[src/design/pcs_rx_pkg.sv]
// Multilane PCS receive definitions

package pcs_rx_pkg;

    //////////////////////////////
    // Lane geometry
    //////////////////////////////
    localparam int num_lanes       = 4;
    localparam int block_bits      = 64;
    localparam int bytes_per_block = 8;

    // Descrambler taps for 1 + x^39 + x^58
    localparam int scr_tap_a = 39;
    localparam int scr_tap_b = 58;

    //////////////////////////////
    // 64b/66b codes
    //////////////////////////////
    localparam logic [1:0] hdr_data = 2'b01;
    localparam logic [1:0] hdr_ctrl = 2'b10;

    localparam logic [7:0] type_idle   = 8'h1E;
    localparam logic [7:0] type_start  = 8'h78;
    // Terminate type k carries k data bytes
    localparam logic [7:0] type_term_0 = 8'h87;
    localparam logic [7:0] type_term_1 = 8'h99;
    localparam logic [7:0] type_term_2 = 8'hAA;
    localparam logic [7:0] type_term_3 = 8'hB4;
    localparam logic [7:0] type_term_4 = 8'hCC;
    localparam logic [7:0] type_term_5 = 8'hD2;
    localparam logic [7:0] type_term_6 = 8'hE1;
    localparam logic [7:0] type_term_7 = 8'hFF;

    // XGMII control characters
    localparam logic [7:0] char_idle  = 8'h07;
    localparam logic [7:0] char_start = 8'hFB;
    localparam logic [7:0] char_term  = 8'hFD;
    localparam logic [7:0] char_error = 8'hFE;

    // One received block, header on top
    typedef struct packed {
        logic [1:0]            header;
        logic [block_bits-1:0] payload;
    } pcs_block_t;

    typedef logic [block_bits-1:0]      xgmii_word_t;
    typedef logic [bytes_per_block-1:0] xgmii_ctrl_t;
    typedef logic [7:0]                 err_count_t;

endpackage

[src/design/xgmii_lane_if.sv]
// Decoded XGMII lane
`timescale 1ns/10ps

interface xgmii_lane_if
    import pcs_rx_pkg::*;
();

    // Strobe only, the sink never stalls
    logic        valid;
    xgmii_word_t rxd;
    xgmii_ctrl_t rxc;

    // Block classification from the decoder
    logic        is_start;
    logic        is_terminate;
    logic        is_error;

    modport source (
        output valid, rxd, rxc, is_start, is_terminate, is_error
    );

    modport sink (
        input valid, rxd, rxc, is_start, is_terminate, is_error
    );

endinterface

[src/design/block_decoder.sv]
// 64b/66b block decoder for one lane
`timescale 1ns/10ps

module block_decoder
    import pcs_rx_pkg::*;
(
    input  logic                clk_156,
    input  logic                async_reset_n,
    input  logic                valid_i,
    input  pcs_block_t          block_i,
    xgmii_lane_if.source        lane_o
);

    logic [7:0]            blk_type;
    logic [block_bits-1:0] body;
    logic                  is_ctrl;
    logic                  term_hit;
    logic [2:0]            term_len;

    xgmii_word_t dec_rxd;
    xgmii_ctrl_t dec_rxc;
    logic        dec_start;
    logic        dec_term;
    logic        dec_err;

    assign is_ctrl  = (block_i.header == hdr_ctrl);
    assign blk_type = block_i.payload[7:0];
    // Payload without the type byte
    assign body     = block_i.payload >> 8;

    // Terminate type to data byte count
    always_comb begin
        term_hit = 1'b1;
        term_len = 3'd0;
        case (blk_type)
            type_term_0: term_len = 3'd0;
            type_term_1: term_len = 3'd1;
            type_term_2: term_len = 3'd2;
            type_term_3: term_len = 3'd3;
            type_term_4: term_len = 3'd4;
            type_term_5: term_len = 3'd5;
            type_term_6: term_len = 3'd6;
            type_term_7: term_len = 3'd7;
            default:     term_hit = 1'b0;
        endcase
    end

    //////////////////////////////
    // Block to XGMII
    //////////////////////////////
    always_comb begin
        dec_rxd   = {bytes_per_block{char_error}};
        dec_rxc   = '1;
        dec_start = 1'b0;
        dec_term  = 1'b0;
        dec_err   = 1'b0;
        if (block_i.header == hdr_data) begin
            dec_rxd = block_i.payload;
            dec_rxc = '0;
        end else if (is_ctrl && blk_type == type_idle) begin
            dec_rxd = {bytes_per_block{char_idle}};
        end else if (is_ctrl && blk_type == type_start) begin
            dec_rxd   = {block_i.payload[block_bits-1:8], char_start};
            dec_rxc   = 8'h01;
            dec_start = 1'b1;
        end else if (is_ctrl && term_hit) begin
            // Data bytes first, then T, then idles
            for (int b = 0; b < bytes_per_block; b++) begin
                if (b < term_len) begin
                    dec_rxd[8*b +: 8] = body[8*b +: 8];
                    dec_rxc[b]        = 1'b0;
                end else if (b == term_len) begin
                    dec_rxd[8*b +: 8] = char_term;
                end else begin
                    dec_rxd[8*b +: 8] = char_idle;
                end
            end
            dec_term = 1'b1;
        end else begin
            dec_err = 1'b1;
        end
    end

    always_ff @(posedge clk_156 or negedge async_reset_n) begin
        if (!async_reset_n) begin
            lane_o.valid        <= 1'b0;
            lane_o.is_start     <= 1'b0;
            lane_o.is_terminate <= 1'b0;
            lane_o.is_error     <= 1'b0;
        end else begin
            lane_o.valid <= valid_i;
            if (valid_i) begin
                lane_o.is_start     <= dec_start;
                lane_o.is_terminate <= dec_term;
                lane_o.is_error     <= dec_err;
            end
        end
    end

    always_ff @(posedge clk_156) begin
        if (valid_i) begin
            lane_o.rxd <= dec_rxd;
            lane_o.rxc <= dec_rxc;
        end
    end

    a_err_all_ctrl: assert property (
        @(posedge clk_156) disable iff (!async_reset_n)
        lane_o.is_error |-> (lane_o.rxc == '1)
    );

endmodule

[src/design/lane_descrambler_bank.sv]
// Four-lane descrambler bank
`timescale 1ns/10ps

module lane_descrambler_bank
    import pcs_rx_pkg::*;
(
    input  logic       clk_156,
    input  logic       async_reset_n,
    input  logic       valid_i,
    input  pcs_block_t block_i [num_lanes],
    input  logic       bypass_i,
    output logic       valid_o,
    output pcs_block_t block_o [num_lanes]
);

    // Scrambled lane 3 payload of the last valid beat
    logic [block_bits-1:0] hist_q;
    logic [block_bits-1:0] prev_payload [num_lanes];
    logic [block_bits-1:0] descr        [num_lanes];

    // Self-synchronizing descrambler over one block, low bit first
    function automatic logic [block_bits-1:0] descramble(
        input logic [block_bits-1:0] cur,
        input logic [block_bits-1:0] prev
    );
        logic [2*block_bits-1:0] stream;
        logic [block_bits-1:0]   res;
        stream = {cur, prev};
        for (int i = 0; i < block_bits; i++) begin
            res[i] = stream[block_bits+i]
                   ^ stream[block_bits+i-scr_tap_a]
                   ^ stream[block_bits+i-scr_tap_b];
        end
        return res;
    endfunction

    //////////////////////////////
    // History chain across lanes
    //////////////////////////////
    always_comb begin
        prev_payload[0] = hist_q;
        for (int k = 1; k < num_lanes; k++) begin
            prev_payload[k] = block_i[k-1].payload;
        end
    end

    always_comb begin
        for (int k = 0; k < num_lanes; k++) begin
            descr[k] = descramble(block_i[k].payload, prev_payload[k]);
        end
    end

    // History keeps running under bypass so re-enabling resyncs at once
    always_ff @(posedge clk_156 or negedge async_reset_n) begin
        if (!async_reset_n) begin
            valid_o <= 1'b0;
            hist_q  <= '0;
        end else begin
            valid_o <= valid_i;
            if (valid_i) begin
                hist_q <= block_i[num_lanes-1].payload;
            end
        end
    end

    always_ff @(posedge clk_156) begin
        if (valid_i) begin
            for (int k = 0; k < num_lanes; k++) begin
                block_o[k].header  <= block_i[k].header;
                block_o[k].payload <= bypass_i ? block_i[k].payload : descr[k];
            end
        end
    end

    a_valid_known: assert property (
        @(posedge clk_156) disable iff (!async_reset_n) !$isunknown(valid_i)
    );

endmodule

[src/design/multilane_pcs_rx.sv]
// Four-lane 64b/66b PCS receive top
`timescale 1ns/10ps

module multilane_pcs_rx
    import pcs_rx_pkg::*;
(
    input  logic        clk_156,
    input  logic        async_reset_n,

    // Block input, one strobe for all lanes
    input  logic        rx_valid_i,
    input  pcs_block_t  rx_block_i [num_lanes],

    // Control
    input  logic        bypass_descram_i,
    input  logic        clear_errblk_i,

    // Decoded XGMII
    output logic        xgmii_valid_o,
    output xgmii_word_t xgmii_rxd_o [num_lanes],
    output xgmii_ctrl_t xgmii_rxc_o [num_lanes],

    // Frame status
    output logic        frame_start_o,
    output logic        frame_end_o,
    output logic        seq_error_o,
    output err_count_t  errd_blks_o
);

    logic       descr_valid;
    pcs_block_t descr_block [num_lanes];

    xgmii_lane_if lane_if [num_lanes] ();

    //////////////////////////////
    // Descrambler
    //////////////////////////////
    lane_descrambler_bank i_descrambler_bank (
        .clk_156       (clk_156),
        .async_reset_n (async_reset_n),
        .valid_i       (rx_valid_i),
        .block_i       (rx_block_i),
        .bypass_i      (bypass_descram_i),
        .valid_o       (descr_valid),
        .block_o       (descr_block)
    );

    // One decoder per lane
    for (genvar g = 0; g < num_lanes; g++) begin : g_dec
        block_decoder i_block_decoder (
            .clk_156       (clk_156),
            .async_reset_n (async_reset_n),
            .valid_i       (descr_valid),
            .block_i       (descr_block[g]),
            .lane_o        (lane_if[g])
        );
    end

    //////////////////////////////
    // Frame control
    //////////////////////////////
    rx_frame_control i_frame_control (
        .clk_156        (clk_156),
        .async_reset_n  (async_reset_n),
        .lanes_i        (lane_if),
        .clear_errblk_i (clear_errblk_i),
        .xgmii_valid_o  (xgmii_valid_o),
        .xgmii_rxd_o    (xgmii_rxd_o),
        .xgmii_rxc_o    (xgmii_rxc_o),
        .frame_start_o  (frame_start_o),
        .frame_end_o    (frame_end_o),
        .seq_error_o    (seq_error_o),
        .errd_blks_o    (errd_blks_o)
    );

endmodule

[src/design/rx_frame_control.sv]
// Receive frame control across lanes
`timescale 1ns/10ps

module rx_frame_control
    import pcs_rx_pkg::*;
(
    input  logic         clk_156,
    input  logic         async_reset_n,
    xgmii_lane_if.sink   lanes_i [num_lanes],
    input  logic         clear_errblk_i,
    output logic         xgmii_valid_o,
    output xgmii_word_t  xgmii_rxd_o [num_lanes],
    output xgmii_ctrl_t  xgmii_rxc_o [num_lanes],
    output logic         frame_start_o,
    output logic         frame_end_o,
    output logic         seq_error_o,
    output err_count_t   errd_blks_o
);

    logic [num_lanes-1:0] lane_valid;
    logic [num_lanes-1:0] lane_start;
    logic [num_lanes-1:0] lane_term;
    logic [num_lanes-1:0] lane_err;
    xgmii_word_t          lane_rxd [num_lanes];
    xgmii_ctrl_t          lane_rxc [num_lanes];

    logic                           beat_valid;
    logic                           in_frame_q;
    logic                           frame_walk;
    logic                           start_seen;
    logic                           end_seen;
    logic                           seq_seen;
    logic [$clog2(num_lanes+1)-1:0] err_lanes;
    logic [$bits(err_count_t):0]    err_sum;

    for (genvar g = 0; g < num_lanes; g++) begin : g_lane
        assign lane_valid[g] = lanes_i[g].valid;
        assign lane_start[g] = lanes_i[g].is_start;
        assign lane_term[g]  = lanes_i[g].is_terminate;
        assign lane_err[g]   = lanes_i[g].is_error;
        assign lane_rxd[g]   = lanes_i[g].rxd;
        assign lane_rxc[g]   = lanes_i[g].rxc;
    end

    assign beat_valid = |lane_valid;

    //////////////////////////////
    // Start/terminate chaining
    //////////////////////////////
    always_comb begin
        frame_walk = in_frame_q;
        start_seen = 1'b0;
        end_seen   = 1'b0;
        seq_seen   = 1'b0;
        err_lanes  = '0;
        for (int k = 0; k < num_lanes; k++) begin
            if (lane_valid[k]) begin
                if (lane_start[k]) begin
                    // Second start without a terminate
                    if (frame_walk) seq_seen = 1'b1;
                    else begin
                        frame_walk = 1'b1;
                        start_seen = 1'b1;
                    end
                end else if (lane_term[k]) begin
                    if (!frame_walk) seq_seen = 1'b1;
                    else begin
                        frame_walk = 1'b0;
                        end_seen   = 1'b1;
                    end
                end
                err_lanes = err_lanes + lane_err[k];
            end
        end
    end

    assign err_sum = errd_blks_o + err_lanes;

    always_ff @(posedge clk_156 or negedge async_reset_n) begin
        if (!async_reset_n) begin
            in_frame_q    <= 1'b0;
            xgmii_valid_o <= 1'b0;
            frame_start_o <= 1'b0;
            frame_end_o   <= 1'b0;
            seq_error_o   <= 1'b0;
            errd_blks_o   <= '0;
        end else begin
            xgmii_valid_o <= beat_valid;
            frame_start_o <= beat_valid & start_seen;
            frame_end_o   <= beat_valid & end_seen;
            seq_error_o   <= beat_valid & seq_seen;
            if (beat_valid) in_frame_q <= frame_walk;
            // Clear wins over a same-cycle increment
            if (clear_errblk_i) begin
                errd_blks_o <= '0;
            end else if (beat_valid) begin
                errd_blks_o <= err_sum[$bits(err_count_t)] ? '1
                                                           : err_sum[$bits(err_count_t)-1:0];
            end
        end
    end

    always_ff @(posedge clk_156) begin
        if (beat_valid) begin
            for (int k = 0; k < num_lanes; k++) begin
                xgmii_rxd_o[k] <= lane_rxd[k];
                xgmii_rxc_o[k] <= lane_rxc[k];
            end
        end
    end

    a_count_monotonic: assert property (
        @(posedge clk_156) disable iff (!async_reset_n)
        !$past(clear_errblk_i) |-> (errd_blks_o >= $past(errd_blks_o))
    );

endmodule

[config.mk]
export PLATFORM = sky130hd
export DESIGN_NAME = multilane_pcs_rx
export DESIGN_NICKNAME = d
export VERILOG_FILES = /design/src/design/pcs_rx_pkg.sv /design/src/design/xgmii_lane_if.sv /design/src/design/block_decoder.sv /design/src/design/lane_descrambler_bank.sv /design/src/design/multilane_pcs_rx.sv /design/src/design/rx_frame_control.sv
export SDC_FILE = /design/constraint.sdc
export NUM_CORES = 1
export LEC_CHECK = 0
export BUFFER_PORTS_ARGS = -buffer_cell sky130_fd_sc_hd__buf_2
export CAP_MARGIN = 10
export CORE_UTILIZATION = 58
export DETAILED_ROUTE_END_ITERATION = 10
export HOLD_SLACK_MARGIN = 0.15
export PLACE_DENSITY = 0.81
export RECOVER_POWER = 50
export SETUP_SLACK_MARGIN = 0.02
export SYNTH_ARGS = -nofsm -noshare
export SYNTH_HDL_FRONTEND = slang
export SYNTH_SLANG_ARGS = --single-unit
[constraint.sdc]
create_clock -name clk_156 -period 11.7 [get_ports clk_156]
set_input_delay 1.755 -clock clk_156 [delete_from_list [all_inputs] [get_ports clk_156]]
set_output_delay 1.755 -clock clk_156 [all_outputs]
set_load 0.05 [all_outputs]
Word-level counts from Yosys, hierarchy flattened:

Index checks and enable logic that the tools add are counted.

* bitwise logic cells: 515
* $add $sub $neg: 4
* order comparisons: 28
* mux-type cells: 240
* reductions and logical operators: 21
* eq/ne operators: 76

Operators with widths (number)
* $mux 64: 20
* $mux 8: 67
* $xor 1x1->1: 512
* $eq 8x8->1 const B: 32
* $mux 1: 138
* $pmux 3 s7: 4
* $mux 7: 8
* $eq 3x3->1 const A: 16
* $lt 3x3->1 const A: 12
* $eq 8x5->1 const B: 4
* $eq 8x7->1 const B: 4
* $reduce_or 8->1: 4
* $eq 2x3->1 const A: 8
* $lt 1x3->1 const A: 8
* $lt 2x3->1 const A: 8
* $eq 1x3->1 const A: 4
* $logic_and 1x1->1: 12
* $logic_not 3->1: 4
* $add 8x3->9: 1
* $mux 3: 3
* $eq 2x1->1 const B: 4
* $eq 2x2->1 const B: 4
* $add 3x1->3: 2
* $and 1x1->1: 3
* 2 further kinds: 2

* input port bits: 269
* output and inout bits: 300
* word-level logic and storage cells: 929
* flip-flop bits (word level): 931

Logic depth before layout (Yosys ltp):

* depth after elaboration: 17
* depth in mapped cells: 17
* gate-level depth less buffers: 16

Modules after synthesis:

Synthesis repeated with hierarchy kept, for this count alone.

* cells, all modules: 2996
* area total of the unflattened synthesis: 40741.6 µm²

By module, submodules not included
* lane_descrambler_bank: area an instance 15852.7 µm², times used 1, cells an instance 1183, seq. area each 9404.0 µm²
* rx_frame_control: area an instance 9663.0 µm², times used 1, cells an instance 398, seq. area each 8973.6 µm²
* block_decoder at g_dec[0].i_block_decoder ...: area an instance 3792.4 µm², times used 2, cells an instance 353, seq. area each 2262.2 µm²
* block_decoder at g_dec[2].i_block_decoder: area an instance 3824.9 µm², times used 1, cells an instance 353, seq. area each 2262.2 µm²
* block_decoder at g_dec[3].i_block_decoder: area an instance 3816.2 µm², times used 1, cells an instance 356, seq. area each 2262.2 µm²

Worst setup path before layout:

Ideal clock, no wire load.

* path type: reg2reg
* from: register g_dec[3].i_block_decoder.lane_o.valid
* to: register i_frame_control.errd_blks_o[0]
* period minus slack after synthesis: 9.467 ns
* required time: 11.601 ns
* path buffers: 1
* slack: 2.233 ns
* setup time: 0.099 ns
* arrival time: 9.368 ns
* stages on the path, launching flop included: 16
* path through: dfrtp_1 clkbuf_1 and2_1 ha_1 and2_1 ha_1 and2_1 ha_1 ha_1 and2_1 inv_1 fa_1 inv_1 a21oi_1 or3_1 a311oi_1

* longest elaborated chain between the ends: 11
* elaborated cells between the ends (all ways): 12
* classes of those cells: add/sub: 4; mux: 7; reduce/logical: 1

Ends and longest elaborated chain
* start, declared: RTL line xgmii_lane_if.sv:19 `output valid, rxd, rxc, is_start, is_terminate, is_error`
* start signal, assigned: RTL line block_decoder.sv:91 `lane_o.valid <= valid_i;`
* $mux 1
* $add 1x1->2
* $mux 3
* $add 3x1->3
* $mux 3
* $add 3x1->3
* $mux 3: RTL line rx_frame_control.sv:57 `if (lane_valid[k]) begin`
* $add 8x3->9: RTL line rx_frame_control.sv:77 `assign err_sum = errd_blks_o + err_lanes;`
* $mux 8: RTL line rx_frame_control.sv:97 `errd_blks_o <= err_sum[$bits(err_count_t)] ? '1`
* $mux 8: RTL line rx_frame_control.sv:96 `end else if (beat_valid) begin`
* $mux 8: RTL line rx_frame_control.sv:94 `if (clear_errblk_i) begin`
* end signal, assigned: RTL line rx_frame_control.sv:97
* end, declared: RTL line rx_frame_control.sv:17 `output err_count_t errd_blks_o`

Several ways; a longest one is shown, not always the timed one. The select of a mux whose other input is x is not followed.
A chain may end at the register's enable or synchronous reset.

==> out/results.ini <==
[route]
remaining_drc_errors=0
vias=27300
first_iter_violations=4234
ant_nets=0
wl_per_cell_um=28.0
viasPerCell=6.04
first_pass_iters=8
routed_wirelength_mm=127

[min_path]
holdCritStartpoint=g_dec[3].i_block_decoder.lane_o.rxd[3]$_DFFE_PP_
min_to=i_frame_control.xgmii_rxd_o[3]$_DFFE_PP_
hold_class=reg -> reg
hold-path-cell-count=0

[placement]
place_ws_ns=6.90
dpl.hpwl_mm=96.5
numPortBuffers=568
finalWeightedCongestion=0.998
numPlacedInstances=4311
placed_area_um2=43800

[clocking]
cts.repair.resized=0
clock_latency_ns=0.65
postCtsSetupRepairBufs=0
ctsLongestPathBuffers=3
clk_pin_slew_worst_paths_ns=0.06
cts-root-buf=clkbuf_16
hold_buffers=0
cts_max_level=3
cts_sinks=925
cts_tree=built
cts_buffers=92

[synthesis]
synth-edff-count=840
ys_seq_area_share_pct=68.2
synth_cells=2962
ys_ff_latch=925
synth_warnings=0
avgSynthCellArea_um2=13.5
synthArstFlopShare_pct=9.19
synth_nets=3240
syn_area_um2=40100
ys.flop_type=edfxtp_1
synth_cell_types=85

[setup_path]
cp.required_ns=12.20
r2r_slack_ns=5.69
start_kind=flop
r2r_cells=3
r2r-start=i_descrambler_bank.valid_o$_DFF_PN0_
crit_arrival_ns=6.51
critPathCaptureType=flop
criticalPathCategory=reg -> reg
r2r-end=g_dec[3].i_block_decoder.lane_o.is_error$_DFFE_PN0P_
critPathMaxFanout=84

[timing]
rsz0062_at_grt=false
tightest_slew_ns=4.53
drv_slew=442
max_slew_margin_pct=-202
finalCriticalPeriod_ns=6.01
layout_setup_ws_ns=5.69
fin_crit_sh_pct=51.4
fin_setup_tns_ns=0
skew_ns=0.0211
hold_viol=0
setup_viol=0
fmax_mhz=166

[cells_and_area]
syn_to_final_growth_pct=16.8
final_cells=4522
drive_gt1_share_pct=23.3
ff_latch_area_um2=27400
final.fill_count=4920
design_area_um2=46800
fin_nets=3802
final_util_pct=68.4
multiInputGateArea_um2=12200

[die]
die-area_um2=70200
ioPinCount=569
start_util_pct=58.6
fp.dieW_um=265
core_um2=68500
die_h_um=265
num_rows=96

[global_route]
antenna_found_initial=56
grt_overflow=0
grt_max_degree=171
grt_pass1_vias=25000
track_usage_pct=35.3
grt_pass1_wl_mm=174

[power]
combPwrFrac_pct=11.6
p_leak_nw=17.4
switchingPower_mw=2.11
intPower_mw=5.96
clkPwrFrac_pct=36.3
power.share.sequential_pct=52.1
power_density_nw_per_um2=172
swShare_pct=26.2
vdd_drop_max_v=0.000117

[outcome]
violations=capacitance limit, slew limit
status=finished with violations

[job]
drv_cap=9

## logic make-up (layout without fill, tap and decap cells)
kind of cell | after synthesis | after routing | share of synthesized area (%)
buffers and inverters | 148 | 785 | 1.47
muxes | 72 | 72 | 2.00
DFF | 925 | 925 | 68.2
and+or+nand+nor | 757 | 757 | 8.70
other | 0 | 41 | 0
AOI/OAI and AO/OA | 537 | 537 | 8.11
adders and majority gates | 9 | 9 | 0.299
xor gates and xnor gates | 514 | 514 | 11.2
## power groups by stage
stage,combinational [mW],clock (mW),sequential (mW)
after floorplan,0.413,0,4.34
after global placement,0.907,0,4.25
after detailed placement,0.919,0,4.26
after CTS,0.923,2.96,4.19
after global routing,0.984,3.08,4.22
final,0.934,2.93,4.21
## synthesized netlist by cell type (21+ instances only)
cell / n / area share (%)
clkbuf_1: 96 / 0.90
edfxtp_1: 840 / 63
dfrtp_1: 85 / 5.3
a21oi_1: 185 / 2.3
mux2_2: 62 / 1.7
o21ai_0: 183 / 2.3
nand2b_1: 22 / 0.34
nor2_1: 402 / 3.8
nand2_1: 162 / 1.5
inv_1: 24 / 0.22
o221a_2: 21 / 0.59
xor2_1: 258 / 5.6
xnor2_1: 256 / 5.6
## stage by stage
step / hold slack, ns / total power, mW
final: 0.411 / 8.07
after global routing: 0.408 / 8.28
after CTS: 0.402 / 8.07
after detailed placement: 0.405 / 5.18
after global placement: 0.402 / 5.16
after floorplan: 0.400 / 4.75
## registers in the layout (all words and copies together) (netlist names), 4 cells and up
| signal | cells |
|---|---|
| i_descrambler_bank.block_o | 264 |
| g_dec.i_block_decoder.lane_o.rxd | 256 |
| i_frame_control.xgmii_rxd_o | 256 |
| i_descrambler_bank.hist_q | 58 |
| g_dec.i_block_decoder.lane_o.rxc | 32 |
| i_frame_control.xgmii_rxc_o | 32 |
| i_frame_control.errd_blks_o | 8 |
| g_dec.i_block_decoder.lane_o.is_error | 4 |
| g_dec.i_block_decoder.lane_o.is_start | 4 |
| g_dec.i_block_decoder.lane_o.is_terminate | 4 |
## cell type report
class | instances | share of cell area, %
clock inverter | 44 | 0.882
timing repair buffer | 591 | 6.47
tap | 882 | 2.36
sequential | 925 | 58.4
clock buffer | 125 | 5.49
multi-input combinational | 1889 | 26.0
antenna | 41 | 0.219
inverter | 25 | 0.200
## how the worst max path moves through the flow
stage	slack (ns)	startpoint	to
global placement	6.92	rx_valid_i	i_descrambler_bank.hist_q[29]$_DFFE_PN0P_
global route	5.06	async_reset_n	g_dec[1].i_block_decoder.lane_o.is_start$_DFFE_PN0P_
floorplan	2.23	g_dec[3].i_block_decoder.lane_o.valid$_DFF_PN0_	i_frame_control.errd_blks_o[0]$_DFFE_PN0P_
detailed placement	6.90	rx_valid_i	i_descrambler_bank.hist_q[29]$_DFFE_PN0P_
CTS	7.56	g_dec[3].i_block_decoder.lane_o.valid$_DFF_PN0_	i_frame_control.errd_blks_o[1]$_DFFE_PN0P_
finish	5.69	i_descrambler_bank.valid_o$_DFF_PN0_	g_dec[3].i_block_decoder.lane_o.is_error$_DFFE_PN0P_
## placed cells by master, fill, tap and decap left out, types with 62 or more instances in the layout
master       n
edfxtp_1   840
nor2_1     402
a21oi_1    185
clkbuf_16   96
dfrtp_1     85
buf_2      558
nand2_1    162
mux2_2      62
xnor2_1    256
xor2_1     258
o21ai_0    183
## critical path, stage by stage (launching register included)
cell and delay [ns]:
dfrtp_1 1.61, clkbuf_1 3.25, nand4_1 0.61, o21ai_0 0.28
## metal layers
layer	global-route usage, %	up-vias	share of wire, %
met5	0	-	0.18
met4	15.0	38	4.4
met3	10.3	351	14
met2	53.7	1950	45
met1	47.7	13100	36
li1	-	11900	-
(Power assumes the default switching activity.)
